[src/nts_extractor_pkg.sv]
// Ring geometry is fixed at four slots of 256 words and a packet must fit in one slot
package nts_extractor_pkg;

  // ----------------------------------------
  // Widths and plain vector types
  // ----------------------------------------
  localparam int SLOT_BITS      = 2;
  localparam int WORD_ADDR_BITS = 8;
  localparam int RAM_ADDR_BITS  = SLOT_BITS + WORD_ADDR_BITS;

  typedef logic [63:0]               word_t;
  // Valid bytes in the last word, 1 to 8
  typedef logic [3:0]                byte_count_t;
  // Bit 0 is the first byte on the MAC
  typedef logic [7:0]                byte_mask_t;
  typedef logic [SLOT_BITS-1:0]      slot_t;
  typedef logic [WORD_ADDR_BITS-1:0] word_addr_t;
  typedef logic [RAM_ADDR_BITS-1:0]  ram_addr_t;

  // ----------------------------------------
  // State machines
  // ----------------------------------------
  typedef enum logic [1:0] {
    SLOT_UNUSED  = 2'b00,
    SLOT_WRITING = 2'b01,
    SLOT_LOADED  = 2'b10,
    SLOT_READING = 2'b11
  } slot_state_e;

  typedef enum logic {MUX_SEARCH, MUX_REMAIN} mux_state_e;
  typedef enum logic {RD_IDLE, RD_READING} reader_state_e;
  typedef enum logic [1:0] {TX_IDLE, TX_AWAIT_ACK, TX_WRITE, TX_SILENT} tx_state_e;

  // ----------------------------------------
  // Port bundles
  // ----------------------------------------
  typedef struct packed {
    logic        packet_available;
    logic        fifo_empty;
    logic        rd_valid;
    word_t       rd_data;
    byte_count_t bytes_last_word;
  } engine_if_t;

  typedef struct packed {
    logic        start;
    logic        stop;
    logic        data_valid;
    word_t       data;
    byte_count_t bytes_last_word;
  } reader_out_t;

  typedef struct packed {
    logic       start;
    slot_t      slot;
    word_addr_t last;
    byte_mask_t last_mask;
  } tx_job_t;

endpackage

[src/engine_reader.sv]
// A read starts only while the selected FIFO is not empty and a slot is free
`timescale 1ns/1ps

module engine_reader
  import nts_extractor_pkg::*;
(
  input  logic        i_clk,
  input  logic        i_areset,
  input  engine_if_t  i_selected,
  input  logic        i_slot_free,
  output logic        o_rd_start,
  output logic        o_packet_read,
  output reader_out_t o_word
);

  reader_state_e state_q;
  logic          rd_start_q;
  logic          packet_read_q;
  logic          stop_q;
  logic          valid_q;
  word_t         data_q;
  byte_count_t   lwdv_q;
  logic          begin_read;

  // Hold off for one cycle after a release so the mux can move on
  assign begin_read = state_q == RD_IDLE && i_selected.packet_available &&
                      !i_selected.fifo_empty && i_slot_free && !packet_read_q;

  always_ff @(posedge i_clk or posedge i_areset) begin
    if (i_areset) begin
      state_q       <= RD_IDLE;
      rd_start_q    <= 1'b0;
      packet_read_q <= 1'b0;
      stop_q        <= 1'b0;
      valid_q       <= 1'b0;
    end else begin
      rd_start_q    <= begin_read;
      packet_read_q <= 1'b0;
      stop_q        <= 1'b0;
      valid_q       <= 1'b0;
      if (begin_read) begin
        state_q <= RD_READING;
      end
      if (state_q == RD_READING) begin
        if (i_selected.rd_valid) begin
          valid_q <= 1'b1;
        end else if (i_selected.fifo_empty) begin
          // FIFO ran dry so the packet is complete
          packet_read_q <= 1'b1;
          stop_q        <= 1'b1;
          state_q       <= RD_IDLE;
        end
      end
    end
  end

  always_ff @(posedge i_clk) begin
    if (begin_read) begin
      lwdv_q <= i_selected.bytes_last_word;
    end
    if (state_q == RD_READING && i_selected.rd_valid) begin
      data_q <= i_selected.rd_data;
    end
  end

  assign o_rd_start    = rd_start_q;
  assign o_packet_read = packet_read_q;
  assign o_word        = '{start: rd_start_q, stop: stop_q, data_valid: valid_q,
                           data: data_q, bytes_last_word: lwdv_q};

endmodule

[config.mk]
export PLATFORM = sky130hd
export DESIGN_NAME = engine_reader
export DESIGN_NICKNAME = d
export VERILOG_FILES = /design/src/nts_extractor_pkg.sv /design/src/engine_reader.sv
export SDC_FILE = /design/constraint.sdc
export NUM_CORES = 1
export LEC_CHECK = 0
export BUFFER_PORTS_ARGS = -buffer_cell sky130_fd_sc_hd__buf_2
export CORE_MARGIN = 1
export CORE_UTILIZATION = 41
export DETAILED_ROUTE_END_ITERATION = 10
export GPL_ROUTABILITY_DRIVEN = 0
export GPL_TIMING_DRIVEN = 0
export PLACE_DENSITY_LB_ADDON = 0.15
export SLEW_MARGIN = 10
export SYNTH_ARGS = -nofsm -noshare
export SYNTH_HDL_FRONTEND = slang
export SYNTH_SLANG_ARGS = --single-unit
[constraint.sdc]
create_clock -name i_clk -period 2.78 [get_ports i_clk]
set_input_delay 0.556 -clock i_clk [delete_from_list [all_inputs] [get_ports i_clk]]
set_output_delay 0.556 -clock i_clk [all_outputs]
set_load 0.01 [all_outputs]
# --- Word level (Yosys, flattened, before mapping) ---
# Index checks and enable logic that the tools add are counted.
totals:
  ff_bits: 72
  elab_cells: 23
op_classes:
  muxes: 9
  bitwise: 1
  n_reduce_logical: 7
ops:
  columns: ["op", "count"]
  rows:
  - ["1-bit 2-to-1 mux", 9]
  - ["1-bit logical AND", 5]
  - ["1-bit zero test", 2]
  - ["1-bit inverter", 1]

# --- Depth between registers and ports, before layout ---
logic_depth:
  word_depth: 9
  ltp_mapped: 2
  ltp_nobuf: 2

# --- Worst setup path before layout ---
# Ideal clock, no wire load.
synth_path:
  kind: "input -> register"
  startpoint: "input port i_selected[68] (netlist bit)"
  endpoint: "register data_q[0] (enable)"
  t_arrival_ps: 1886
  required_ps: 2361
  setup_slack_ps: 475
  cell_stages: 2
  path_buffers: 0
  path_cell_list: "nand2_1 inv_1"
synth_via:
  elab_chain_cells: 1
synth_lines:
  columns: ["element", "line", "text"]
  rows:
  - ["from (decl)", "engine_reader.sv:9", "input engine_if_t i_selected,"]
  - ["1-bit logical AND", "engine_reader.sv:61", "if (state_q == RD_READING && i_selected.rd_valid) begin"]
  - ["to (signal assigned)", "engine_reader.sv:62", "data_q <= i_selected.rd_data;"]
  - ["to (decl)", "engine_reader.sv:21", "word_t data_q;"]
# No other way between the ends.
# A chain may end at the register's enable or synchronous reset.

# --- Final worst setup path ---
layout_path:
  startpoint: "register stop_q"
  endpoint: "output port o_word[69] (netlist bit)"
layout_lines:
  columns: ["element", "line", "text"]
  rows:
  - ["from (decl)", "engine_reader.sv:19", "logic stop_q;"]
  - ["from (signal assigned)", "engine_reader.sv:34", "stop_q <= 1'b0;"]
  - ["from (signal assigned)", "engine_reader.sv:39", "stop_q <= 1'b0;"]
  - ["from (signal assigned)", "engine_reader.sv:50", "stop_q <= 1'b1;"]
  - ["to (decl)", "engine_reader.sv:13", "output reader_out_t o_word"]
# No word-level cell between the ends.

==> results.ini <==
[floorplan]
core_sq_mm=0.00517
rows=26
die_y_um=75.7
io_pins=147
start_util=0.431
dieArea_sq_mm=0.00574
die_width_um=75.7

[critical_path]
regToRegSetupSlack_ps=1290
worstSetupEndpointType=output port
worstPathRequired_ps=2220
worstReg2RegEnd=data_q[18]
crit_fanout=3
slowest_stage=dfrtp_1
crit_buf_inv=2
arrival_ps=970
reg2reg_from=state_q
criticalPathCategory=flip-flop to output port
reg2regPathDepth=3
critPathLaunch=stop_q
max_stage_delay_ps=400
crit_path_start_kind=flip-flop
worstPathCellList=buf_4 > buf_2
critPathTopFamily=flip-flops

[sta]
timing.final.ws_setup_ps=1250
fmax_ghz=0.656
maxSlewHeadroom=0.598
drv_slew=0
skew_ps=5.86
fin_crit_sh=0.549
min_period_ps=1530
tightest_slew_ps=598
rsz0062_at_grt=false
timing.final.hold_violations=0
setup_violations=0

[power]
powerDensity_mw_per_mm2=661
vdd_ir_drop_max_v=0.000353
switching_share=0.194
seqPwrFrac=0.581
combPwrFrac=0.068
p_sw_w=0.000419
p_int_w=0.00173
power.share.clock=0.351
p_leak_nw=1.42

[routing]
via_per_inst=4.26
drt_iter0_drc=63
vias=1345
wl_um=4230
ant_nets=0
first_pass_iters=4
wl_per_cell_um=13.4
drc=0

[cells_and_area]
layout_commonest_cell=buf_2
nFillCells=400
multi_input_area_sq_um=53.8
final_area_sq_mm=0.00326
regArea_sq_mm=0.00214
num-nets-final=315
final_cells=316
drive_above_1_share=0.679
area_growth_pct=46.1
antennaDiodeCount=0
most-common-layout-cells=146 x buf_2, 68 x edfxtp_1, 13 x clkbuf_8

[logic_synthesis]
ys_ff_latch=72
syn_nets=157
postSynthAreaPerCell_sq_um=26.9
synthDistinctLibCells=9
synthTopCellsByArea=edfxtp_1 92%, dfrtp_1 4.5%, buf_4 1.0%
synth_top_area_share=0.916
syn-cell-area_sq_mm=0.00223
yosys_warnings=0
synthCells=83
synth_top_area_cell=edfxtp_1
seq_area_frac_synth=0.961

[global_route]
grt-ovfl-total=0
antenna_found_initial=0
grt_max_degree=44
grt_pass1_wl_um=5550
use_met3=0.0529
top_usage_layer=met2
grt_pass1_vias=1207
globalRouteTotalUtil=0.143
grt_use_met1=0.139
grtUsageMet2=0.244

[clock_network]
cts_tree=yes
cts_buffer_depth=2
h-tree-depth=3
cts_buffers=9
clk_latency_ps=320
cts_setup_buffers=0
cts_root_buf=clkbuf_8
cts_hold_buf=0
clock_sinks=72
clk_transition_reported_paths_ps=70
ctsResizeCount=0

[place]
port_buffers=146
dp_cells=300
post-place-ws_ps=997
hpwl_um=3190
dpl-instance-area_sq_mm=0.00307

[flow_run]
maxCapViolCount=0

[status]
status=finished, final reports clean

[min_path]
hp-class=input pin to asynchronous set/reset pin

==> layer usage <==
metal / wire length [um] / vias up
met2: 2270 / 76
met3: 395 / 10
met4: 114 / 0
met5: 0 / -
met1: 1450 / 621
li1: - / 638
==> through the flow <==
step | hold WS (ps) | setup TNS, ps | utilization | total power, W
3_3_place_gp | 447 | -6080 | 0.589 | 0.00142
4_1_cts | 95.9 | 0 | 0.630 | 0.00218
2_1_floorplan | 322 | 0 | - | 0.00133
5_1_grt | 103 | 0 | 0.630 | 0.00223
6_report | 108 | 0 | 0.630 | 0.00215
3_5_place_dp | 454 | 0 | 0.593 | 0.00142
==> flip-flops by register name, indices dropped and copies added, names as in the netlist <==
name and count:
lwdv_q 4, stop_q 1, data_q 64, state_q 1
valid_q 1, o_rd_start 1
==> power by group through the flow <==
stage / combinational [W] / clock, W / sequential [W]
global placement: 0.000142 / 0 / 0.00128
global route: 0.000162 / 0.000816 / 0.00125
CTS: 0.000150 / 0.000783 / 0.00125
floorplan: 0.0000273 / 0 / 0.00130
finish: 0.000147 / 0.000756 / 0.00125
detailed placement: 0.000150 / 0 / 0.00127
==> final cells by class <==
cell class	instances	area share
flip-flops and latches	72	0.657
repair buffers	147	0.230
clock buffers	16	0.0584
well taps	70	0.0269
multi-input cells	5	0.0165
plain buffers	3	0.00691
inverters	3	0.00346
==> cell usage after synthesis <==
master and n:
edfxtp_1 68, buf_4 3, nand3b_4 1, nor3b_2 1, dfrtp_1 4, nand2_1 1, nor3_1 1, inv_1 3
a22oi_2 1
==> worst max-delay path by stage <==
| stage | end | slack [ps] | cells after the start |
|---|---|---|---|
| floorplan | data_q[0] | 480 | 2 |
| global route | data_q[12] | 1160 | 3 |
| finish | o_word[69] | 1250 | 2 |
| detailed placement | data_q[42] | 1000 | 4 |
| CTS | o_word[69] | 1230 | 2 |
| global placement | data_q[41] | -100 | 3 |
==> worst reg2reg max path, stage by stage (launching register included) <==
cell and delay, ps:
dfrtp_1 370, nand2_1 100, inv_2 380, buf_12 300
==> logic make-up (layout without fill, tap and decap cells) <==
group                  after synthesis  in the layout  share of synthesized area
flip-flops                          72             72                      0.961
buffers and inverters                6            169                     0.0152
AND/OR/NAND/NOR                      4              4                     0.0185
AO/OA/AOI/OAI                        1              1                    0.00561
(Power assumes the default switching activity.)
