### config.mk
export PLATFORM = sky130hd
export DESIGN_NAME = engine_mux
export DESIGN_NICKNAME = d
export VERILOG_FILES = /design/src/nts_extractor_pkg.sv /design/src/engine_mux.sv
export SDC_FILE = /design/constraint.sdc
export NUM_CORES = 1
export LEC_CHECK = 0
export BUFFER_PORTS_ARGS = -buffer_cell sky130_fd_sc_hd__buf_2
export CAP_MARGIN = 20
export CORE_AREA = 10 10 134 136
export DETAILED_ROUTE_END_ITERATION = 12
export DIE_AREA = 0 0 144 146
export PLACE_DENSITY = 0.53
export SYNTH_ARGS = -nofsm -noshare
export SYNTH_HDL_FRONTEND = slang
export SYNTH_SLANG_ARGS = --single-unit
### constraint.sdc
create_clock -name i_clk -period 2.2 [get_ports i_clk]
set_clock_uncertainty 0.05 [all_clocks]
set_input_delay 0.44 -clock i_clk [delete_from_list [all_inputs] [get_ports i_clk]]
set_output_delay 0.44 -clock i_clk [all_outputs]
set_load 0.05 [all_outputs]
### src/nts_extractor_pkg.sv
// Ring geometry is fixed at four slots of 256 words and a packet must fit in one slot
package nts_extractor_pkg;

  // ----------------------------------------
  // Widths and plain vector types
  // ----------------------------------------
  localparam int SLOT_BITS      = 2;
  localparam int WORD_ADDR_BITS = 8;
  localparam int RAM_ADDR_BITS  = SLOT_BITS + WORD_ADDR_BITS;

  typedef logic [63:0]               word_t;
  // Valid bytes in the last word, 1 to 8
  typedef logic [3:0]                byte_count_t;
  // Bit 0 is the first byte on the MAC
  typedef logic [7:0]                byte_mask_t;
  typedef logic [SLOT_BITS-1:0]      slot_t;
  typedef logic [WORD_ADDR_BITS-1:0] word_addr_t;
  typedef logic [RAM_ADDR_BITS-1:0]  ram_addr_t;

  // ----------------------------------------
  // State machines
  // ----------------------------------------
  typedef enum logic [1:0] {
    SLOT_UNUSED  = 2'b00,
    SLOT_WRITING = 2'b01,
    SLOT_LOADED  = 2'b10,
    SLOT_READING = 2'b11
  } slot_state_e;

  typedef enum logic {MUX_SEARCH, MUX_REMAIN} mux_state_e;
  typedef enum logic {RD_IDLE, RD_READING} reader_state_e;
  typedef enum logic [1:0] {TX_IDLE, TX_AWAIT_ACK, TX_WRITE, TX_SILENT} tx_state_e;

  // ----------------------------------------
  // Port bundles
  // ----------------------------------------
  typedef struct packed {
    logic        packet_available;
    logic        fifo_empty;
    logic        rd_valid;
    word_t       rd_data;
    byte_count_t bytes_last_word;
  } engine_if_t;

  typedef struct packed {
    logic        start;
    logic        stop;
    logic        data_valid;
    word_t       data;
    byte_count_t bytes_last_word;
  } reader_out_t;

  typedef struct packed {
    logic       start;
    slot_t      slot;
    word_addr_t last;
    byte_mask_t last_mask;
  } tx_job_t;

endpackage

### src/engine_mux.sv
// Engines must drop packet_available within a cycle of the packet_read pulse
`timescale 1ns/1ps

module engine_mux
  import nts_extractor_pkg::*;
#(
  parameter int ENGINES = 4
) (
  input  logic                     i_clk,
  input  logic                     i_areset,
  input  engine_if_t [ENGINES-1:0] i_engines,
  input  logic                     i_rd_start,
  input  logic                     i_packet_read,
  output engine_if_t               o_selected,
  output logic       [ENGINES-1:0] o_engine_fifo_rd_start,
  output logic       [ENGINES-1:0] o_engine_packet_read
);

  localparam int IDX_BITS = (ENGINES > 1) ? $clog2(ENGINES) : 1;
  localparam logic [IDX_BITS-1:0] IDX_LAST = IDX_BITS'(ENGINES - 1);

  logic [ENGINES-1:0]  ready_d;
  logic [ENGINES-1:0]  ready_q;
  logic [IDX_BITS-1:0] search_idx_d;
  logic [IDX_BITS-1:0] search_idx_q;
  logic                found_d;
  logic                found_q;
  logic [IDX_BITS-1:0] sel_idx_q;
  mux_state_e          state_d;
  mux_state_e          state_q;
  logic                start_search;
  logic                forward;

  function automatic logic [IDX_BITS-1:0] prev_idx(logic [IDX_BITS-1:0] idx);
    return (idx == '0) ? IDX_LAST : idx - 1'b1;
  endfunction

  // ----------------------------------------
  // Search register
  // ----------------------------------------
  always_comb begin
    for (int i = 0; i < ENGINES; i++) begin
      ready_d[i] = i_engines[i].packet_available && !i_engines[i].fifo_empty;
    end
  end

  always_comb begin
    logic hit;
    hit = ready_q[search_idx_q];
    // Never pick the engine that is being served
    if (state_q == MUX_REMAIN && search_idx_q == sel_idx_q) begin
      hit = 1'b0;
    end
    found_d      = hit;
    search_idx_d = hit ? search_idx_q : prev_idx(search_idx_q);
    if (start_search) begin
      found_d      = 1'b0;
      search_idx_d = prev_idx(sel_idx_q);
    end
  end

  // ----------------------------------------
  // Selection
  // ----------------------------------------
  always_comb begin
    state_d      = state_q;
    start_search = 1'b0;
    forward      = 1'b0;
    o_selected   = '0;
    case (state_q)
      MUX_REMAIN: begin
        o_selected = i_engines[sel_idx_q];
        if (i_packet_read) begin
          state_d = MUX_SEARCH;
          forward = 1'b1;
        end
      end
      default: begin
        if (ready_d[sel_idx_q]) begin
          state_d      = MUX_REMAIN;
          start_search = 1'b1;
        end else begin
          forward = 1'b1;
        end
      end
    endcase
  end

  // Pulses from the reader go to the selected engine only
  always_comb begin
    o_engine_fifo_rd_start            = '0;
    o_engine_packet_read              = '0;
    o_engine_fifo_rd_start[sel_idx_q] = i_rd_start;
    o_engine_packet_read[sel_idx_q]   = i_packet_read;
  end

  always_ff @(posedge i_clk or posedge i_areset) begin
    if (i_areset) begin
      ready_q      <= '0;
      search_idx_q <= '0;
      found_q      <= 1'b0;
      sel_idx_q    <= '0;
      state_q      <= MUX_SEARCH;
    end else begin
      ready_q      <= ready_d;
      search_idx_q <= search_idx_d;
      found_q      <= found_d;
      state_q      <= state_d;
      if (forward && found_q) begin
        sel_idx_q <= search_idx_q;
      end
    end
  end

  // The reader only releases an engine that the mux is still holding
  assert property (@(posedge i_clk) disable iff (i_areset)
    i_packet_read |-> state_q == MUX_REMAIN);

endmodule

==> Word level (Yosys, flattened, before mapping) <==
Cells that the tools add are included.
{ "classes": {"addsub": 2, "magnitude_cmp": 3, "n_eq_ne": 2, "n_mux": 22, "bitwise_logic": 2, "reduce_logical": 13} }
{ "op_table": {"columns": ["operator", "n"], "rows": [
  ["$bmux 71 s2", 1],
  ["$mux 71", 2],
  ["$mux 1", 12],
  ["$and 4x4->4", 2],
  ["$mux 2", 4],
  ["$logic_and 1x1->1", 7],
  ["$lt 2x3->1 const B", 2],
  ["$bmux 1 s2", 2],
  ["$logic_not 1->1", 4],
  ["$logic_not 2->1", 2],
  ["$sub 2x1->2 const B", 2],
  ["$demux 1 s2", 1],
  ["$eq 2x2->1", 1],
  ["$ge 2x1->1 const B", 1],
  ["$ne 2x2->1 const B", 1]
]} }
{ "totals": {"regBits": 10, "output_inout_bits": 79, "wordCells": 49} }

==> Longest topological paths before layout <==
Gate-level depths: netlist (run 1).
{ "depth": {"depth_word": 7, "mapped_depth": 7, "mapped_depth_nobuf": 6} }

==> Worst setup path before layout (run 1) <==
OpenSTA, ideal clock, no wires.
{ "synth_path": {"kind": "register -> output", "from": "register sel_idx_q[0]", "to": "output port o_selected[16] (netlist bit)", "arrival_time_ns": 1.647, "required_ns": 1.710, "setup_slack_ns": 0.063, "stages_incl_launch_ff": 6, "n_path_buf": 3, "path_cell_list": "dfrtp_1 buf_6 buf_6 buf_6 mux4_2 and2_1"} }
{ "synth_lines": {"columns": ["item", "line", "rtl"], "rows": [
  ["start, declared", "engine_mux.sv:28", "logic [IDX_BITS-1:0] sel_idx_q;"],
  ["start signal, assigned", "engine_mux.sv:110", "sel_idx_q <= search_idx_q;"],
  ["end, declared", "engine_mux.sv:14", "output engine_if_t o_selected,"]
]} }

==> impl_metrics.json, run 1 <==
{
  "drt-initial-drc-count": 156,
  "violations": "setup timing",
  "fillers": 1559,
  "antenna_found_initial": 0,
  "netlist_instances": 244,
  "crit_fanout": 10,
  "place_area_mm2": 0.005016,
  "critPathCaptureType": "output port",
  "cts_sinks": 10,
  "maxSlewHeadroom_pct": 72.78,
  "vias_per_cell": 4.640,
  "grt_pass1_wl_um": 24220,
  "setup_violations": 59,
  "area_delta_synth_final_pct": 105.4,
  "dr.pass1.iters": 4,
  "synth.area.top_cells": "mux4_2 55%, and2_1 18%, dfrtp_1 8.6%",
  "final_layout_size_suffix_gt1_share_pct": 90.30,
  "syn-cell-area_mm2": 0.002915,
  "netlist.area_leader.share_pct": 54.85,
  "die_width_um": 144,
  "max-cap-violations": 0,
  "ant_nets": 0,
  "io_buffer_count": 366,
  "p_sw_mw": 4.699,
  "ir_drop_uv": 789.5,
  "num_rows": 46,
  "fin_crit_ps": 2337,
  "final_cell_count_no_fill": 800,
  "post-route-period-util_pct": 106.2,
  "final_common_cell": "buf_2",
  "crit_chain": "buf_12, buf_12, mux4_2, and2_4, buf_6",
  "layout_common_cells": "289 x buf_2, 74 x buf_6, 73 x and2_4",
  "max-clock-path-buffers": 2,
  "dp_hpwl_um": 14320,
  "min_path_type": "in2async",
  "arrival_ps": 1850,
  "vias": 3712,
  "critPathLaunchType": "register",
  "avgSynthCellArea_um2": 11.95,
  "status": "finished, violations left",
  "grt_pass1_vias": 4231,
  "yosysWarnings": 0,
  "synth_nets": 537,
  "synth_cell_types": 30,
  "htreeDepth": 1,
  "pwr-share-clk_pct": 3.9,
  "ios": 367,
  "diodes": 0,
  "finalSetupTns_ps": -5691,
  "die_area_mm2": 0.02102,
  "place_inst": 783,
  "fin_ws_ps": -136.8,
  "layout.nets": 902,
  "start_util_pct": 18.83,
  "wire_per_inst_um": 21.51,
  "gr-total-overflow": 0,
  "seqPwrFrac_pct": 4.3,
  "hold_viol": 0,
  "grt_max_degree": 47,
  "cp_slowest_stage_delay_ps": 520,
  "synth_seq_area_share_pct": 8.584,
  "numCtsBuffers": 3,
  "insertion_delay_ps": 240,
  "track_usage_pct": 14.49,
  "wirelength_um": 17210,
  "leakagePower_nw": 2.910,
  "tightestPinTransition_ps": 407.4,
  "comb_power_share_pct": 91.8,
  "cp.required_ps": 1710,
  "switching_share_pct": 50.21,
  "crit_top_cell": "buf_12",
  "synth-seq-cells": 10,
  "critPathKind": "reg2out",
  "rsz0062_at_grt": "yes",
  "cp.buffers_inverters": 3,
  "fin_area_mm2": 0.005988,
  "fp.dieH_um": 146,
  "crit_family": "multiplexers",
  "slew_violations": 0,
  "crit_path_top_delay_cell": "mux4_2",
  "synth_top_cell_by_area": "mux4_2",
  "cts_tree": "built",
  "intPower_mw": 4.659,
  "pre_cts_slack_ps": 74.67,
  "power-per-cell-area_mw_per_mm2": 1563,
  "route.detailed.drc": 0,
  "coreArea_mm2": 0.01548,
  "gp_congestion": 0.8548,
  "cts-root-buf": "clkbuf_16",
  "fmax_mhz": 427.9,
  "fin_util_pct": 38.68,
  "clkTransAtPathRegs_ps": 40
}
==> per-stage QoR <==
step                power, mW  hold slack [ps]
CTS                     8.907            141.2
finish                  9.359            130.5
global route            9.821            164.3
global placement        7.068            389.9
detailed placement      7.078            392.5
floorplan               5.473            230.2
==> worst paths after layout <==
| check | startpoint | end | slack, ps | cells past startpoint |
|---|---|---|---|---|
| min in group i_clk | i_engines[140] | ready_q[1] | 340 | 2 |
| hold / removal | i_areset | search_idx_q[1] | 130 | 2 |
| setup / recovery | sel_idx_q[0] | o_selected[56] | -140 | 5 |
| max in group asynchronous | i_areset | sel_idx_q[1] | 1650 | 2 |
| hold reg to reg | found_q | sel_idx_q[1] | 570 | 2 |
| setup reg to reg | sel_idx_q[0] | sel_idx_q[0] | 190 | 8 |
==> repair_timing <==
item / CTS / global route
pin swaps: 0 / 2
cloned: 0 / 5
hold buffers: 0 / 0
endpoints found under the setup margin: 75 / 77
setup buffers: 0 / 8
resized for setup: 217 / 19
==> area by class of cell <==
class	count	area [µm²]	share of cell area [%]
multi-input combinational	199	2690	44.92
timing repair buffer	389	2680	44.76
sequential	10	259.0	4.325
tap	192	240.2	4.012
clock buffer	4	88.84	1.483
inverter	6	30.03	0.5015
==> layer usage <==
layer / track usage [%] / up-vias / wire, µm
met1: 16.01 / 1811 / 6378
met4: 2.451 / 0 / 178
met3: 3.525 / 12 / 1501
met2: 27.22 / 198 / 9151
met5: 0 / - / 0
li1: - / 1691 / -
==> power by group through the flow <==
stage | clock network [mW] | registers (mW) | logic [mW]
floorplan | 0 | 0.275 | 5.20
global placement | 0 | 0.416 | 6.65
detailed placement | 0 | 0.421 | 6.66
CTS | 0.366 | 0.418 | 8.12
global route | 0.383 | 0.418 | 9.02
finish | 0.360 | 0.405 | 8.59
==> sequential cells by signal, summed over array words and instances, names as in the netlist <==
name / count
state_q: 1
ready_q: 4
sel_idx_q: 2
search_idx_q: 2
found_q: 1
==> synthesized netlist by cell type (all sizes together) <==
master	number
a211o	1
a211oi	1
a311o	1
a31oi	2
a32o	3
a32oi	2
and2	83
and3b	1
buf	17
clkbuf	12
dfrtp	10
ha	5
inv	6
mux2	1
mux2i	3
mux4	71
nand2	3
nand2b	1
nand3	3
nand3b	1
nor2	1
nor2b	5
nor3	2
nor3b	2
nor4	1
o21ai	4
o221a	1
xnor2	1
==> cells by family (layout without fill, tap and decap cells) <==
kind of cell	count (synthesis)	after routing	synth area share, %
AOI/OAI and AO/OA	15	15	4.035
xor gates and xnor gates	1	1	0.9443
adders and majority gates	5	5	2.146
buffers and inverters	35	399	6.094
DFF	10	10	8.584
muxes	75	75	56.27
and+or+nand+nor	103	103	21.93
Note: power is estimated with default switching activity, not from simulation.
==> run 2, diff against run 1 <==
--- a/config.mk
+++ b/config.mk
@@ -11,6 +11,7 @@
 export DETAILED_ROUTE_END_ITERATION = 12
 export DIE_AREA = 0 0 144 146
 export PLACE_DENSITY = 0.53
+export RECOVER_POWER = 25
 export SYNTH_ARGS = -nofsm -noshare
 export SYNTH_HDL_FRONTEND = slang
 export SYNTH_SLANG_ARGS = --single-unit
==> run 2 against run 1 <==
Effect of this change:
- the flow still finishes with violations (setup timing)
- sequential power about the same
- non-clock buffer count stayed put
- first-iteration DRC count unchanged
- power is essentially flat
- combinational power barely moved
- via count unchanged
- final area is essentially flat
- critical path depth did not move
- routed wire length hardly changed
- worst hold slack unchanged
- utilization about the same
- die area stayed put
- largest cell class unchanged
==> impl_metrics.json, run 2 (synthesis gave the netlist of run 1 again) <==
{
  "htreeDepth": 1,
  "critPathKind": "reg2out",
  "crit_start": "sel_idx_q[0]",
  "largest_registers": "ready_q (4), search_idx_q (2), sel_idx_q (2)",
  "grt_max_degree": 47,
  "largest-register": "ready_q",
  "crit_chain": "buf_12, buf_12, mux4_2, and2_4, buf_6",
  "critPathLaunchType": "register",
  "ios": 367,
  "fin_crit_ps": 2337,
  "cts_tree": "built",
  "final_cell_count_no_fill": 800,
  "cp.required_ps": 1710,
  "fin_ws_ps": -136.8,
  "crit-reg2reg-launch": "sel_idx_q[0]",
  "gp_congestion": 0.8548,
  "diodes": 0,
  "coreArea_mm2": 0.01548,
  "fin_util_pct": 38.67,
  "num_rows": 46,
  "die_area_mm2": 0.02102,
  "area_delta_synth_final_pct": 105.4,
  "antenna_found_initial": 0,
  "tightestPinTransition_ps": 407.4,
  "crit_path_top_delay_cell": "mux4_2",
  "slew_violations": 0,
  "violations": "setup timing",
  "cts_sinks": 10,
  "crit_fanout": 10,
  "dp_hpwl_um": 14320,
  "maxSlewHeadroom_pct": 72.78,
  "fmax_mhz": 427.9,
  "gr-total-overflow": 0,
  "status": "finished, violations left",
  "wirelength_um": 17210,
  "final_common_cell": "buf_2",
  "ir_drop_uv": 789.5,
  "place_inst": 783,
  "insertion_delay_ps": 240,
  "power_mw": 9.359,
  "rsz0062_at_grt": "yes",
  "ctsHoldBuffers": 0,
  "wire_per_inst_um": 21.51,
  "route.detailed.drc": 0,
  "finalSetupTns_ps": -5691,
  "fp.dieH_um": 146,
  "numCtsBuffers": 3,
  "max-clock-path-buffers": 2,
  "ant_nets": 0,
  "max-cap-violations": 0,
  "min_path_type": "in2async",
  "clkTransAtPathRegs_ps": 40,
  "crit_top_cell": "buf_12",
  "hold_viol": 0,
  "cp_slowest_stage_delay_ps": 520,
  "grt_pass1_wl_um": 24220,
  "vias": 3712,
  "largest_reg_flops": 4,
  "fillers": 1560,
  "final_layout_size_suffix_gt1_share_pct": 90.13,
  "start_util_pct": 18.83,
  "track_usage_pct": 14.49,
  "power-per-cell-area_mw_per_mm2": 1563,
  "layout.nets": 902,
  "dr.pass1.iters": 4,
  "drt-initial-drc-count": 156,
  "setup_violations": 59,
  "cts-root-buf": "clkbuf_16",
  "critPathCaptureType": "output port",
  "leakagePower_nw": 2.907,
  "die_width_um": 144,
  "vias_per_cell": 4.640,
  "layout_common_cells": "288 x buf_2, 74 x buf_6, 73 x and2_4",
  "post-route-period-util_pct": 106.2,
  "grt_pass1_vias": 4231,
  "io_buffer_count": 366,
  "arrival_ps": 1850
}
## run 2: final cells by class
type                    instances  area [µm²]  share of cell area, %
repair buffers                389        2679                  44.74
clock buffers                   4       88.84                  1.484
inverters                       6       30.03                 0.5016
flip-flops and latches         10       259.0                  4.326
multi-input cells             199        2690                  44.93
well taps                     192       240.2                  4.013
## run 2: path summary, 6_finish.rpt
check                           depth (start not counted)               to  slack [ps]
worst max-delay path                                    5   o_selected[56]        -140
worst min-delay path                                    2  search_idx_q[1]         130
worst max register to register                          8     sel_idx_q[0]         190
worst min register to register                          2     sel_idx_q[1]         570
max in group asynchronous                               2     sel_idx_q[1]        1650
min in group i_clk                                      2       ready_q[1]         340
## run 2: stage by stage
| step | setup slack [ps] | hold WS, ps | instance area (µm²) |
|---|---|---|---|
| 3_3_place_gp | 68.75 | 389.9 | 5016 |
| 2_1_floorplan | 62.66 | 230.2 | 2915 |
| 5_1_grt | -185.6 | 164.3 | 5987 |
| 4_1_cts | -135.2 | 141.2 | 5737 |
| 3_5_place_dp | 74.67 | 392.5 | 5016 |
| 6_report | -136.8 | 130.5 | 5987 |
## run 2: where the power goes
| group | internal (mW) | switching [mW] | total (mW) |
|---|---|---|---|
| clock network | 0.273 | 0.0869 | 0.360 |
| registers | 0.261 | 0.143 | 0.405 |
| logic | 4.12 | 4.47 | 8.59 |
| total | 4.66 | 4.70 | 9.36 |
## run 2: critical path: cells and delay by family, from the launching register on
kind / cells / cell delay, ps
multiplexers: 1 / 520
flip-flops: 1 / 450
buffers and inverters: 3 / 450
AND/OR/NAND/NOR: 1 / 180
## run 2: what timing repair did
item | 4_1_cts | 5_1_grt
setup buffers | 0 | 8
hold endpoints to repair | 0 | 0
pin swaps | 0 | 2
resized for setup | 217 | 19
endpoints found under the setup margin | 75 | 77
gates cloned | 0 | 5
## run 2: per-layer routing
| layer | vias up | GRT usage, % | routed length (µm) |
|---|---|---|---|
| met2 | 198 | 27.22 | 9151 |
| li1 | 1691 | - | - |
| met1 | 1811 | 16.01 | 6380 |
| met5 | - | 0 | 0 |
| met4 | 0 | 2.451 | 178 |
| met3 | 12 | 3.525 | 1501 |
