==> src/nts_extractor_pkg.sv <==
// Ring geometry is fixed at four slots of 256 words and a packet must fit in one slot
package nts_extractor_pkg;

  // ----------------------------------------
  // Widths and plain vector types
  // ----------------------------------------
  localparam int SLOT_BITS      = 2;
  localparam int WORD_ADDR_BITS = 8;
  localparam int RAM_ADDR_BITS  = SLOT_BITS + WORD_ADDR_BITS;

  typedef logic [63:0]               word_t;
  // Valid bytes in the last word, 1 to 8
  typedef logic [3:0]                byte_count_t;
  // Bit 0 is the first byte on the MAC
  typedef logic [7:0]                byte_mask_t;
  typedef logic [SLOT_BITS-1:0]      slot_t;
  typedef logic [WORD_ADDR_BITS-1:0] word_addr_t;
  typedef logic [RAM_ADDR_BITS-1:0]  ram_addr_t;

  // ----------------------------------------
  // State machines
  // ----------------------------------------
  typedef enum logic [1:0] {
    SLOT_UNUSED  = 2'b00,
    SLOT_WRITING = 2'b01,
    SLOT_LOADED  = 2'b10,
    SLOT_READING = 2'b11
  } slot_state_e;

  typedef enum logic {MUX_SEARCH, MUX_REMAIN} mux_state_e;
  typedef enum logic {RD_IDLE, RD_READING} reader_state_e;
  typedef enum logic [1:0] {TX_IDLE, TX_AWAIT_ACK, TX_WRITE, TX_SILENT} tx_state_e;

  // ----------------------------------------
  // Port bundles
  // ----------------------------------------
  typedef struct packed {
    logic        packet_available;
    logic        fifo_empty;
    logic        rd_valid;
    word_t       rd_data;
    byte_count_t bytes_last_word;
  } engine_if_t;

  typedef struct packed {
    logic        start;
    logic        stop;
    logic        data_valid;
    word_t       data;
    byte_count_t bytes_last_word;
  } reader_out_t;

  typedef struct packed {
    logic       start;
    slot_t      slot;
    word_addr_t last;
    byte_mask_t last_mask;
  } tx_job_t;

endpackage

==> src/mac_tx.sv <==
// Word 0 is held until the MAC acknowledges and later words get no back-pressure
`timescale 1ns/1ps

module mac_tx
  import nts_extractor_pkg::*;
(
  input  logic       i_clk,
  input  logic       i_areset,
  input  tx_job_t    i_job,
  input  word_t      i_rd_data,
  input  logic       i_mac_tx_ack,
  output ram_addr_t  o_rd_addr,
  output logic       o_done,
  output logic       o_idle,
  output logic       o_mac_tx_start,
  output byte_mask_t o_mac_tx_data_valid,
  output word_t      o_mac_tx_data
);

  tx_state_e  state_q;
  slot_t      slot_q;
  word_addr_t ptr_q;
  word_addr_t last_q;
  byte_mask_t mask_q;
  logic       start_q;
  logic       done_q;
  byte_mask_t valid_q;
  word_t      data_q;
  logic       advance;
  logic       is_last;
  byte_mask_t emit_mask;

  // First RAM byte lands in lane 0 and masked lanes read as zero
  function automatic word_t reverse_bytes(word_t w, byte_mask_t m);
    word_t r;
    for (int i = 0; i < 8; i++) begin
      r[8*i +: 8] = m[i] ? w[8*(7-i) +: 8] : 8'h00;
    end
    return r;
  endfunction

  assign advance   = (state_q == TX_AWAIT_ACK && i_mac_tx_ack) || state_q == TX_WRITE;
  assign is_last   = ptr_q == last_q;
  assign emit_mask = is_last ? mask_q : '1;
  assign o_idle    = state_q == TX_IDLE;

  // Word 0 is addressed straight from the job while idle
  assign o_rd_addr = o_idle ? {i_job.slot, WORD_ADDR_BITS'(0)} : {slot_q, ptr_q};

  always_ff @(posedge i_clk or posedge i_areset) begin
    if (i_areset) begin
      state_q <= TX_IDLE;
      slot_q  <= '0;
      ptr_q   <= '0;
      last_q  <= '0;
      mask_q  <= '0;
      start_q <= 1'b0;
      done_q  <= 1'b0;
      valid_q <= '0;
      data_q  <= '0;
    end else begin
      start_q <= 1'b0;
      done_q  <= 1'b0;
      case (state_q)
        TX_IDLE: begin
          valid_q <= '0;
          data_q  <= '0;
          if (i_job.start) begin
            start_q <= 1'b1;
            valid_q <= '1;
            data_q  <= reverse_bytes(i_rd_data, '1);
            slot_q  <= i_job.slot;
            last_q  <= i_job.last;
            mask_q  <= i_job.last_mask;
            ptr_q   <= WORD_ADDR_BITS'(1);
            state_q <= TX_AWAIT_ACK;
          end
        end
        TX_SILENT: begin
          // One empty cycle marks the end of the packet
          valid_q <= '0;
          data_q  <= '0;
          state_q <= TX_IDLE;
        end
        default: ;
      endcase
      if (advance) begin
        valid_q <= emit_mask;
        data_q  <= reverse_bytes(i_rd_data, emit_mask);
        if (is_last) begin
          done_q  <= 1'b1;
          state_q <= TX_SILENT;
        end else begin
          ptr_q   <= ptr_q + 1'b1;
          state_q <= TX_WRITE;
        end
      end
    end
  end

  assign o_done              = done_q;
  assign o_mac_tx_start      = start_q;
  assign o_mac_tx_data_valid = valid_q;
  assign o_mac_tx_data       = data_q;

  // Mask from the slot ring must be contiguous from lane 0
  assert property (@(posedge i_clk) disable iff (i_areset)
    (o_mac_tx_data_valid & (o_mac_tx_data_valid + 8'd1)) == 8'd0);

endmodule

==> config.mk <==
export PLATFORM = sky130hd
export DESIGN_NAME = mac_tx
export DESIGN_NICKNAME = d
export VERILOG_FILES = /design/src/nts_extractor_pkg.sv /design/src/mac_tx.sv
export SDC_FILE = /design/constraint.sdc
export NUM_CORES = 1
export LEC_CHECK = 0
export BUFFER_PORTS_ARGS = -buffer_cell sky130_fd_sc_hd__buf_2
export CAP_MARGIN = 15
export CORE_UTILIZATION = 28
export CTS_BUF_LIST = sky130_fd_sc_hd__clkbuf_4
export CTS_CLUSTER_DIAMETER = 200
export DETAILED_ROUTE_END_ITERATION = 12
export GPL_TIMING_DRIVEN = 0
export PLACE_DENSITY = 0.53
export SLEW_MARGIN = 10
export SYNTH_ARGS = -nofsm -noshare
export SYNTH_HDL_FRONTEND = slang
export SYNTH_SLANG_ARGS = --single-unit
==> constraint.sdc <==
create_clock -name i_clk -period 4.2 [get_ports i_clk]
set_input_delay 0.84 -clock i_clk [delete_from_list [all_inputs] [get_ports i_clk]]
set_output_delay 0.84 -clock i_clk [all_outputs]
set_load 0.03 [all_outputs]
; Yosys cells after proc, flatten, opt, wreduce, memory -nomap -nowiden
; Index checks and enable logic that the tools add are counted.
[totals]
out_inout_bits = 85
in_bits = 86
word_cells = 49
register_bits = 102
[op_classes]
n_eq_ne = 5
n_addsub = 1
reduce_logical = 6
n_mux = 28
[op_table]
columns = op, n
row1 = $mux W64, 2
row2 = $pmux W64 S2, 1
row3 = $mux W8, 15
row4 = $pmux W8 S2, 1
row5 = $mux W10, 1
row6 = $add A8 B1 Y8 const B, 1
row7 = $eq A8 B8 Y1, 1
row8 = $mux W1, 5
row9 = $eq A2 B2 Y1 const B, 2
row10 = $mux W2, 2
row11 = $pmux W2 S2, 1
row12 = $reduce_and A2 Y1, 2
row13 = $ne A3 B2 Y1 const B, 1
row14 = $reduce_bool A3 Y1, 1
row15 = $eq A2 B1 Y1 const B, 1
row16 = $logic_not A2 Y1, 1
row17 = $logic_and A1 B1 Y1, 1
row18 = $logic_or A1 B1 Y1, 1

; Depth between registers and ports, before layout
; Gate-level depths: netlist (run 1).
[depth]
depth_word = 5
ltp_mapped = 7

; Worst setup path after synthesis (run 1)
; OpenSTA, ideal clock, no wires.
[synth_timing]
kind = flip-flop to output port
start = reg state_q[1]
end = out o_rd_addr[8]
path_stages_with_launch = 4
arrival_time_ps = 1569
n_path_buf = 1
setup_slack_ps = 1791
path_cell_list = dfrtp_1 nor2_1 clkbuf_1 mux2_2
[synth_via]
elab_chain_cells = 2
[synth_rtl]
columns = element, line_no
row1 = start: declaration, mac_tx.sv:20  ; tx_state_e state_q;
row2 = start signal: assignment, mac_tx.sv:52  ; state_q <= TX_IDLE;
row3 = start signal: assignment, mac_tx.sv:76  ; state_q <= TX_AWAIT_ACK;
row4 = start signal: assignment, mac_tx.sv:83  ; state_q <= TX_IDLE;
row5 = $logic_not A2 Y1, mac_tx.sv:45  ; assign o_idle = state_q == TX_IDLE;
row6 = net o_idle, mac_tx.sv:14  ; output logic o_idle,
row7 = $mux W10, mac_tx.sv:48  ; assign o_rd_addr = o_idle ? {i_job.slot, WORD_ADDR_BITS'(0)} : {slot_q, ptr_q};
row8 = end: declaration, mac_tx.sv:12  ; output ram_addr_t o_rd_addr,
; The timed path passes the listed nets, and every way through them passes these cells.

; Worst setup path in the final report (run 1)
[layout_timing]
start = reg state_q[1]
end = out o_rd_addr[8]
[layout_via]
elab_chain_cells = 2
[layout_rtl]
columns = element, line_no
row1 = $logic_not A2 Y1, mac_tx.sv:45
row2 = $mux W10, mac_tx.sv:48
; No other way between the ends.

==> results of run 1 <==
sequential cells by signal, summed over array words and instances (netlist names):
name / count
ptr_q: 8
o_mac_tx_data: 64
slot_q: 2
o_done: 1
o_mac_tx_start: 1
mask_q: 8
o_mac_tx_data_valid: 8
state_q: 2
last_q: 8
layout make-up:
| type | count | area [um2] |
|---|---|---|
| timing repair buffer | 171 | 878 |
| inverter | 3 | 16.3 |
| sequential | 102 | 2550 |
| fill | 1533 | 9140 |
| buffer | 22 | 103 |
| tap | 184 | 230 |
| multi-input combinational | 293 | 1630 |
| clock inverter | 6 | 134 |
| clock buffer | 10 | 75.1 |
how the worst max path moves through the flow:
stage	from	endpoint	slack (ns)	depth (start not counted)
after detailed placement	state_q[1]	o_rd_addr[8]	1.71	4
after CTS	state_q[1]	o_rd_addr[8]	1.13	4
final	state_q[1]	o_rd_addr[8]	1.18	4
after global routing	state_q[1]	o_rd_addr[8]	1.02	4
after global placement	i_areset	o_mac_tx_start	-0.55	2
after floorplan	i_areset	last_q[0]	0.68	1
per-stage QoR:
| step | util, % | hold WS (ns) | TNS (ns) | power [uW] |
|---|---|---|---|---|
| 2_1_floorplan | - | 0.477 | 0 | 3310 |
| 3_3_place_gp | 36.4 | 0.475 | -55.74 | 3990 |
| 3_5_place_dp | 36.6 | 0.485 | 0 | 4040 |
| 4_1_cts | 38.1 | 0.273 | 0 | 4750 |
| 5_1_grt | 38.1 | 0.268 | 0 | 4990 |
| 6_report | 38.1 | 0.309 | 0 | 4660 |
cells by family (layout without fill, tap and decap cells):
logic type      Yosys count  count (layout)  synth area share, %
compound gates           79              79                 12.2
xor+xnor                  8               8                 1.63
fa+ha+maj                 1               1                0.291
buf+inv                  25             212                 2.65
flops                   102             102                 59.5
mux                      25              25                 6.41
simple gates            180             180                 17.3
power by group through the flow:
stage | combinational, uW | sequential (uW) | clock (uW)
4_1_cts | 2350 | 1670 | 725
3_3_place_gp | 2320 | 1670 | 0
3_5_place_dp | 2350 | 1690 | 0
6_report | 2300 | 1660 | 694
2_1_floorplan | 1040 | 2270 | 0
5_1_grt | 2500 | 1730 | 763
cells in the final DEF, fill, tap and decap left out, types with 3 or more instances in the layout:
master,n
xor2_1,8
dfrtp_1,102
buf_2,174
clkbuf_4,10
mux2_2,20
nand2_1,139
nor2_1,18
nand4_1,3
bufinv_16,4
a21oi_1,66
nor2b_1,7
a211oi_4,8
clkbuf_1,16
mux2i_1,5
per-layer routing:
metal  share of wire, %  up-vias  track usage, %
met2                 48      105            24.6
met4               0.96        0            3.83
met5                  0        -               0
met1                 44     1656            18.2
met3                6.7        9            5.23
li1                   -     1738               -
worst max-delay path, stage by stage, from the launching register on:
cell      delay, ns
dfrtp_1        0.47
nor2_1         0.33
clkbuf_1       0.36
mux2_2         0.37
buf_2          0.17
==> flow_metrics.py, run 1 <==
metrics = {
    "outcome": {
        "status": "finished, final reports clean",
    },
    "die": {
        "fp.dieH_um": 126,
        "start_util_pct": 29.1,
        "core_mm2": 0.0148,
        "die_w_um": 126,
        "io_pins": 171,
        "num_rows": 44,
        "die_area_mm2": 0.0158,
    },
    "timing": {
        "period_share_pct": 71.9,
        "setup_slack_ns": 1.18,
        "finClkSkew_ns": 0.0168,
        "finalCriticalPeriod_ns": 3.02,
        "rsz0062_at_grt": "false",
        "finalSetupViolCount": 0,
        "max_freq_mhz": 331,
        "tightest_slew_ns": 0.919,
        "maxSlewViolCount": 0,
        "hold_violations": 0,
        "relSlewSlack_pct": 38.6,
    },
    "job": {
        "cap_violations": 0,
    },
    "synth": {
        "synth_top_area_share_pct": 59.5,
        "synth-seq-cells": 102,
        "ys_top_cells_by_count": "139 x nand2_1, 102 x dfrtp_1, 66 x a21oi_1",
        "synth-edff-count": 0,
        "postSynthCellCount": 420,
        "ys_async_sr_fraction_pct": 100,
        "yosys_most_used_dff": "dfrtp_1",
        "syn_area_per_cell_um2": 10.2,
        "synth.area.top_cells": "dfrtp_1 59%, nand2_1 12%, a21oi_1 7.7%",
        "ys_seq_area_share_pct": 59.5,
        "syn_nets": 507,
        "syn-cell-area_mm2": 0.00429,
        "yosys.area.top_type": "dfrtp_1",
        "synthDistinctLibCells": 29,
        "synth.most_common_cell": "nand2_1",
        "ys.warnings.count": 0,
    },
    "worst_setup_path": {
        "worst-r2r-cell-count": 6,
        "cp_max_fo": 10,
        "end_kind": "output pin",
        "r2r_slack_ns": 2.11,
        "worstPathRequired_ns": 3.36,
        "rr_endpoint": "o_mac_tx_data[29]",
        "reg2reg_from": "ptr_q[0]",
        "worstPathArrival_ns": 2.18,
        "critPathKind": "reg -> out",
        "critPathLaunchType": "flop",
    },
    "pwr": {
        "p_per_area_mw_per_mm2": 830,
        "seqPwrFrac_pct": 35.7,
        "peakVddDrop_uv": 320,
        "p_sw_uw": 2170,
        "cell_internal_pwr_uw": 2490,
        "power_frac_comb_pct": 49.4,
        "power_frac_clock_pct": 14.9,
        "swShare_pct": 46.6,
        "power_leakage_uw": 0.00285,
    },
    "grt": {
        "grt_max_degree": 74,
        "gr-total-overflow": 0,
        "grt_usage_pct": 14.8,
        "antenna_found_initial": 0,
        "grt_pass1_wl_mm": 18.1,
        "grt_pass1_vias": 3567,
    },
    "placement": {
        "gp_congestion": 0.737,
        "preCtsSetupSlack_ns": 1.71,
        "place_area_mm2": 0.00541,
        "io_buffers": 170,
        "dp.cells": 775,
        "hpwl_mm": 8.41,
    },
    "route": {
        "first_pass_iters": 4,
        "routed_via_density": 4.43,
        "wl_per_cell_um": 14.2,
        "num_vias": 3508,
        "routed_wl_mm": 11.2,
        "drt_iter0_markers": 101,
        "antenna_left": 0,
        "drc_errors": 0,
    },
    "clock_network": {
        "ctsHoldBuffers": 0,
        "cts_buffers": 9,
        "cts_tree": "done",
        "clk_pin_slew_ns": 0.15,
        "clk_latency_ns": 0.47,
        "clock_tree.buffer_depth": 2,
        "root_buffer": "clkbuf_4",
        "cts.sinks": 102,
        "cts-resized-gates": 0,
        "htree_levels": 3,
        "postCtsSetupBuffers": 0,
    },
    "layout": {
        "fin_cells": 791,
        "syn2layout_area_growth_pct": 30.8,
        "diodes": 0,
        "fin_area_mm2": 0.00562,
        "layout-drive-gt1-share_pct": 37.6,
        "fin_nets": 689,
    },
    "worst_hold_path": {
        "min-delay-path-class": "in -> async",
    },
}
Note: power is estimated with default switching activity, not from simulation.
==> inputs of run 2 (changes only) <==
--- a/config.mk
+++ b/config.mk
@@ -5,6 +5,7 @@
 export SDC_FILE = /design/constraint.sdc
 export NUM_CORES = 1
 export LEC_CHECK = 0
+export ABC_AREA = 1
 export BUFFER_PORTS_ARGS = -buffer_cell sky130_fd_sc_hd__buf_2
 export CAP_MARGIN = 15
 export CORE_UTILIZATION = 28
@@ -12,7 +13,7 @@
 export CTS_CLUSTER_DIAMETER = 200
 export DETAILED_ROUTE_END_ITERATION = 12
 export GPL_TIMING_DRIVEN = 0
-export PLACE_DENSITY = 0.53
+export PLACE_DENSITY = 0.54
 export SLEW_MARGIN = 10
 export SYNTH_ARGS = -nofsm -noshare
 export SYNTH_HDL_FRONTEND = slang
==> constraint.sdc (replaced) <==
create_clock -name i_clk -period 2.55 [get_ports i_clk]
set_input_delay 0.51 -clock i_clk [delete_from_list [all_inputs] [get_ports i_clk]]
set_output_delay 0.51 -clock i_clk [all_outputs]
set_load 0.03 [all_outputs]
==> flow_metrics.py, run 2 <==
metrics = {
    "outcome": {
        "status": "finished, final reports clean",
    },
    "synth": {
        "ys_seq_area_share_pct": 57.0,
        "ys_top_cells_by_count": "241 x nand2_1, 102 x dfrtp_1, 67 x nand3_1",
        "syn-cell-area_mm2": 0.00448,
        "synth_top_area_share_pct": 57.0,
        "syn_nets": 607,
        "ys.warnings.count": 0,
        "syn_area_per_cell_um2": 8.61,
        "postSynthCellCount": 520,
        "yosys_most_used_dff": "dfrtp_1",
        "yosys.area.top_type": "dfrtp_1",
        "synth-seq-cells": 102,
        "synth.most_common_cell": "nand2_1",
        "synthDistinctLibCells": 25,
        "synth.area.top_cells": "dfrtp_1 57%, nand2_1 20%, nand3_1 7.5%",
        "ys_async_sr_fraction_pct": 100,
        "synth-edff-count": 0,
    },
    "pwr": {
        "p_per_area_mw_per_mm2": 1320,
        "power_leakage_uw": 0.00323,
        "peakVddDrop_uv": 591,
    },
    "route": {
        "wl_per_cell_um": 13.4,
        "antenna_left": 0,
        "drt_iter0_markers": 152,
        "first_pass_iters": 4,
        "drc_errors": 0,
        "num_vias": 3998,
        "routed_via_density": 4.33,
        "routed_wl_mm": 12.4,
    },
    "placement": {
        "hpwl_mm": 9.37,
        "gp_congestion": 0.829,
        "preCtsSetupSlack_ns": 0.217,
        "io_buffers": 170,
    },
    "worst_setup_path": {
        "critical_path.top_delay_family": "flip-flops",
        "worstPathRequired_ns": 2.04,
        "end_kind": "output pin",
        "worstPathArrival_ns": 1.58,
        "cpPeakStageDelay_ns": 0.45,
        "path_buf_inv": 2,
        "critPathLaunchType": "flop",
        "cp_max_fo": 5,
        "cp_slowest_cell": "dfrtp_1",
        "path_cells": "nor2_4 > inv_2 > o21ai_0 > buf_2",
        "critPathKind": "reg -> out",
    },
    "timing": {
        "relSlewSlack_pct": 61.4,
        "period_share_pct": 82.1,
        "tightest_slew_ns": 0.579,
        "setup_slack_ns": 0.457,
        "maxSlewViolCount": 0,
        "finalCriticalPeriod_ns": 2.09,
        "max_freq_mhz": 478,
        "setup_tns_ns": 0,
        "rsz0062_at_grt": "false",
        "hold_violations": 0,
        "finalSetupViolCount": 0,
        "finClkSkew_ns": 0.0156,
    },
    "die": {
        "io_pins": 171,
        "die_w_um": 128,
        "num_rows": 45,
        "start_util_pct": 29.0,
        "die_area_mm2": 0.0165,
        "fp.dieH_um": 128,
        "core_mm2": 0.0154,
    },
    "job": {
        "cap_violations": 0,
    },
    "clock_network": {
        "clk_pin_slew_ns": 0.15,
        "cts_buffers": 9,
        "cts.sinks": 102,
        "postCtsSetupBuffers": 0,
        "root_buffer": "clkbuf_4",
        "clk_latency_ns": 0.47,
        "clock_tree.buffer_depth": 2,
        "cts_tree": "done",
        "htree_levels": 3,
    },
    "layout": {
        "syn2layout_area_growth_pct": 29.1,
        "fin_nets": 792,
        "layout_commonest_cell": "nand2_1",
        "largest_reg_flops": 64,
        "layout-drive-gt1-share_pct": 31.5,
        "fill_cells": 1676,
        "final_cell_mix": "241 x nand2_1, 172 x buf_2, 102 x dfrtp_1",
    },
    "grt": {
        "grt_max_degree": 37,
        "gr-total-overflow": 0,
        "grt_pass1_vias": 3973,
        "grt_pass1_wl_mm": 19.7,
        "grt_usage_pct": 15.5,
        "antenna_found_initial": 2,
    },
    "worst_hold_path": {
        "min-delay-path-class": "in -> reg",
    },
}
[run 2: cell types whose count changed in the layout (fill, tap and decap cells not counted), sizes merged, moves of 6 or more]
cell,previous run,this run
buf,177,183
o21ai,2,15
a211oi,8,0
nor2b,7,0
xor2,8,2
nand3,1,83
nand2,139,243
inv,3,24
mux2,20,0
a21oi,66,1
clkbuf,26,20
[run 2: cell families (layout without fill, tap and decap cells)]
| family | count (synthesis) | in the layout | synth area share, % |
|---|---|---|---|
| AOI/OAI and AO/OA | 16 | 16 | 2.04 |
| xor gates and xnor gates | 5 | 5 | 0.978 |
| adders and majority gates | 1 | 1 | 0.279 |
| buffers and inverters | 46 | 236 | 4.33 |
| DFF | 102 | 102 | 57.0 |
| other | 0 | 2 | 0 |
| and+or+nand+nor | 350 | 350 | 35.4 |
[run 2: worst paths after layout]
path	from	endpoint	slack (ns)	depth (start not counted)
worst max-delay path	state_q[1]	o_rd_addr[9]	0.46	4
worst min-delay path	i_job[10]	last_q[2]	0.22	3
worst max register to register	state_q[1]	o_mac_tx_data[55]	0.50	7
worst min register to register	o_mac_tx_data_valid[4]	o_mac_tx_data_valid[4]	0.49	2
max in group asynchronous	i_areset	o_mac_tx_data[8]	1.34	5
min in group asynchronous	i_areset	o_mac_tx_data[48]	0.52	3
[run 2: through the flow]
| stage | total power, uW | hold slack [ns] | instance area [um2] | cells | util [%] |
|---|---|---|---|---|---|
| 3_3_place_gp | 6870 | 0.458 | 5600 | 901 | 36.3 |
| 5_1_grt | 8230 | 0.199 | 5780 | 923 | 37.5 |
| 4_1_cts | 7740 | 0.179 | 5780 | 921 | 37.4 |
| 3_5_place_dp | 6970 | 0.462 | 5660 | 904 | 36.7 |
| 2_1_floorplan | 5650 | 0.449 | 4480 | 520 | - |
| 6_report | 7600 | 0.224 | 5780 | 923 | 37.5 |
[run 2: layout make-up]
class / count / area (um2) / area share, %
antenna: 2 / 5.00 / 0.0866
buffer: 21 / 100 / 1.73
clock buffer: 9 / 67.6 / 1.17
clock inverter: 7 / 41.3 / 0.714
inverter: 25 / 97.6 / 1.69
multi-input combinational: 372 / 1730 / 30.0
sequential: 102 / 2550 / 44.1
tap: 211 / 264 / 4.57
timing repair buffer: 174 / 921 / 15.9
[run 2: repair_timing]
item | in CTS | in global routing
hold endpoints to repair | 10 | 0
hold buffers | 1 | 0
endpoints found under the setup margin | 0 | 0
gates resized for setup | 0 | 0
[run 2: worst register-to-register path, cell delays in order (launching register included)]
cell and delay [ns]:
dfrtp_1 0.45, nor2_2 0.21, inv_2 0.06, nor2_2 0.45, inv_2 0.24, buf_1 0.30, nand3_1 0.19, nand2_1 0.06
[run 2: metal layers]
| layer | track usage (%) | share of wire, % |
|---|---|---|
| met5 | 0 | 0 |
| met4 | 5.88 | 1.5 |
| met3 | 3.66 | 5.6 |
| met2 | 25.5 | 47 |
| met1 | 19.7 | 46 |
[run 2: report_power, final]
group          internal [uW]  switching (uW)  total (uW)
Sequential              2310             404        2710
Clock                    192             545         738
Combinational           1160            2990        4150
==> inputs of run 3 (changes only) <==
==> constraint.sdc (replaced) <==
create_clock -name i_clk -period 1.75 [get_ports i_clk]
set_input_delay 0.35 -clock i_clk [delete_from_list [all_inputs] [get_ports i_clk]]
set_output_delay 0.35 -clock i_clk [all_outputs]
set_load 0.03 [all_outputs]
==> flow_metrics.py, run 3 (synthesis gave the netlist of run 2 again) <==
metrics = {
    "clock_network": {
        "root_buffer": "clkbuf_4",
        "cts_tree": "done",
        "clock_tree.buffer_depth": 2,
        "htree_levels": 3,
        "cts_buffers": 9,
        "clk_pin_slew_ns": 0.15,
        "cts.sinks": 102,
        "clk_latency_ns": 0.47,
    },
    "timing": {
        "finalCriticalPeriod_ns": 1.84,
        "setup_slack_ns": -0.0891,
        "tightest_slew_ns": 0.473,
        "maxSlewViolCount": 0,
        "hold-worst-slack_ns": 0.0654,
        "rsz0062_at_grt": "true",
        "relSlewSlack_pct": 68.4,
        "hold_violations": 0,
        "finalSetupViolCount": 10,
        "max_freq_mhz": 544,
        "finClkSkew_ns": 0.0134,
        "period_share_pct": 105,
    },
    "layout": {
        "syn2layout_area_growth_pct": 34.8,
        "layout_commonest_cell": "nand2_1",
        "fin_nets": 805,
        "final_cell_mix": "239 x nand2_1, 162 x buf_2, 99 x dfrtp_1",
        "layout-drive-gt1-share_pct": 35.8,
        "largest_reg_flops": 64,
        "fin_cells": 936,
        "fin_area_mm2": 0.00604,
    },
    "die": {
        "die_w_um": 128,
        "io_pins": 171,
        "fp.dieH_um": 128,
        "core_mm2": 0.0154,
        "die_area_mm2": 0.0165,
        "start_util_pct": 29.0,
        "num_rows": 45,
    },
    "outcome": {
        "failed_checks": "setup timing",
        "status": "finished with violations",
    },
    "grt": {
        "grt_usage_pct": 16.0,
        "grt_max_degree": 37,
        "grt_pass1_vias": 4033,
        "antenna_found_initial": 2,
        "grt_pass1_wl_mm": 20.2,
        "gr-total-overflow": 0,
    },
    "worst_setup_path": {
        "cp_max_fo": 5,
        "startpoint": "state_q[1]",
        "rr_endpoint": "o_mac_tx_data[22]",
        "worstPathRequired_ns": 1.40,
        "critPathKind": "reg -> out",
        "path_cells": "nor2_4 > inv_2 > nand2_1 > o21ai_2 > buf_4",
        "worst-r2r-cell-count": 9,
        "endpoint": "o_rd_addr[8]",
        "critPathLaunchType": "flop",
        "r2r_slack_ns": 0.09,
        "critical_path_cell_count": 5,
        "critical_path.top_delay_family": "flip-flops",
        "cpPeakStageDelay_ns": 0.47,
        "end_kind": "output pin",
        "worstPathArrival_ns": 1.49,
        "reg2reg_from": "state_q[1]",
        "path_buf_inv": 2,
        "cp_slowest_cell": "dfrtp_2",
    },
    "job": {
        "cap_violations": 0,
    },
    "placement": {
        "preCtsSetupSlack_ns": -0.423,
        "place_area_mm2": 0.00566,
        "io_buffers": 170,
        "dp.cells": 904,
        "hpwl_mm": 9.37,
        "gp_congestion": 0.829,
    },
    "route": {
        "antenna_left": 0,
        "drc_errors": 0,
        "first_pass_iters": 4,
        "wl_per_cell_um": 13.8,
        "routed_via_density": 4.34,
        "drt_iter0_markers": 151,
        "num_vias": 4059,
        "routed_wl_mm": 12.9,
    },
    "pwr": {
        "cell_internal_pwr_uw": 5720,
        "p_sw_uw": 5960,
        "swShare_pct": 51.0,
        "power_frac_clock_pct": 9.3,
        "p_per_area_mw_per_mm2": 1930,
        "power_leakage_uw": 0.00337,
        "seqPwrFrac_pct": 33.9,
        "peakVddDrop_uv": 976,
        "power_frac_comb_pct": 56.9,
    },
    "worst_hold_path": {
        "min-delay-path-class": "in -> reg",
    },
}
-- run 3: metrics by stage --
stage | utilization (%) | total power, uW | TNS, ns
6_report | 39.1 | 11700 | -0.652
5_1_grt | 39.1 | 12600 | -1.55
4_1_cts | 38.3 | 11600 | -1.18
3_5_place_dp | 36.7 | 10200 | -23.44
3_3_place_gp | 36.3 | 10000 | -78.01
2_1_floorplan | - | 8230 | 0
-- run 3: power by group through the flow --
stage          Clock [uW]  Combinational, uW  Sequential [uW]
5_1_grt              1230               7320             4070
3_5_place_dp            0               6160             3990
4_1_cts              1160               6450             3960
2_1_floorplan           0               2850             5370
3_3_place_gp            0               6040             3960
6_report             1080               6640             3950
-- run 3: cell type report --
type,count,area [um2]
fill,1659,9390
sequential,102,2560
multi-input combinational,374,1810
timing repair buffer,186,1080
tap,211,264
buffer,20,114
inverter,25,100
clock buffer,9,67.6
clock inverter,7,41.3
antenna,2,5.00
-- run 3: timing repair --
item / 4_1_cts / 5_1_grt
hold endpoints to repair: 10 / 0
setup endpoints to repair: 84 / 91
hold buffers: 1 / 0
cloned: 1 / 1
setup buffers: 5 / 7
resized for setup: 25 / 24
pin swaps: 3 / 4
-- run 3: how the worst min path moves through the flow --
stage	startpoint	to	slack [ns]	cells after the start
floorplan	mask_q[0]	mask_q[0]	0.45	2
global placement	o_mac_tx_data[19]	o_mac_tx_data[19]	0.46	2
detailed placement	i_areset	o_mac_tx_data[48]	0.34	2
CTS	i_job[3]	mask_q[3]	0.02	3
global route	i_job[5]	mask_q[5]	0.04	3
finish	i_job[10]	last_q[2]	0.07	3
-- run 3: routing by layer --
| layer | up-vias | GRT usage (%) | routed length, um |
|---|---|---|---|
| met1 | 1888 | 20.7 | 5840 |
| li1 | 2041 | - | - |
| met4 | 0 | 5.95 | 192 |
| met2 | 116 | 26.0 | 6060 |
| met3 | 14 | 3.66 | 815 |
| met5 | - | 0 | 0 |
-- run 3: worst register-to-register path, stage by stage (launching register included) --
cell and delay, ns:
dfrtp_2 0.47, nor2_4 0.15, inv_2 0.10, nand3_2 0.14, inv_4 0.08, buf_4 0.19, nand2_1 0.12, nand3_4 0.15
nand3_1 0.10, nand2_1 0.06
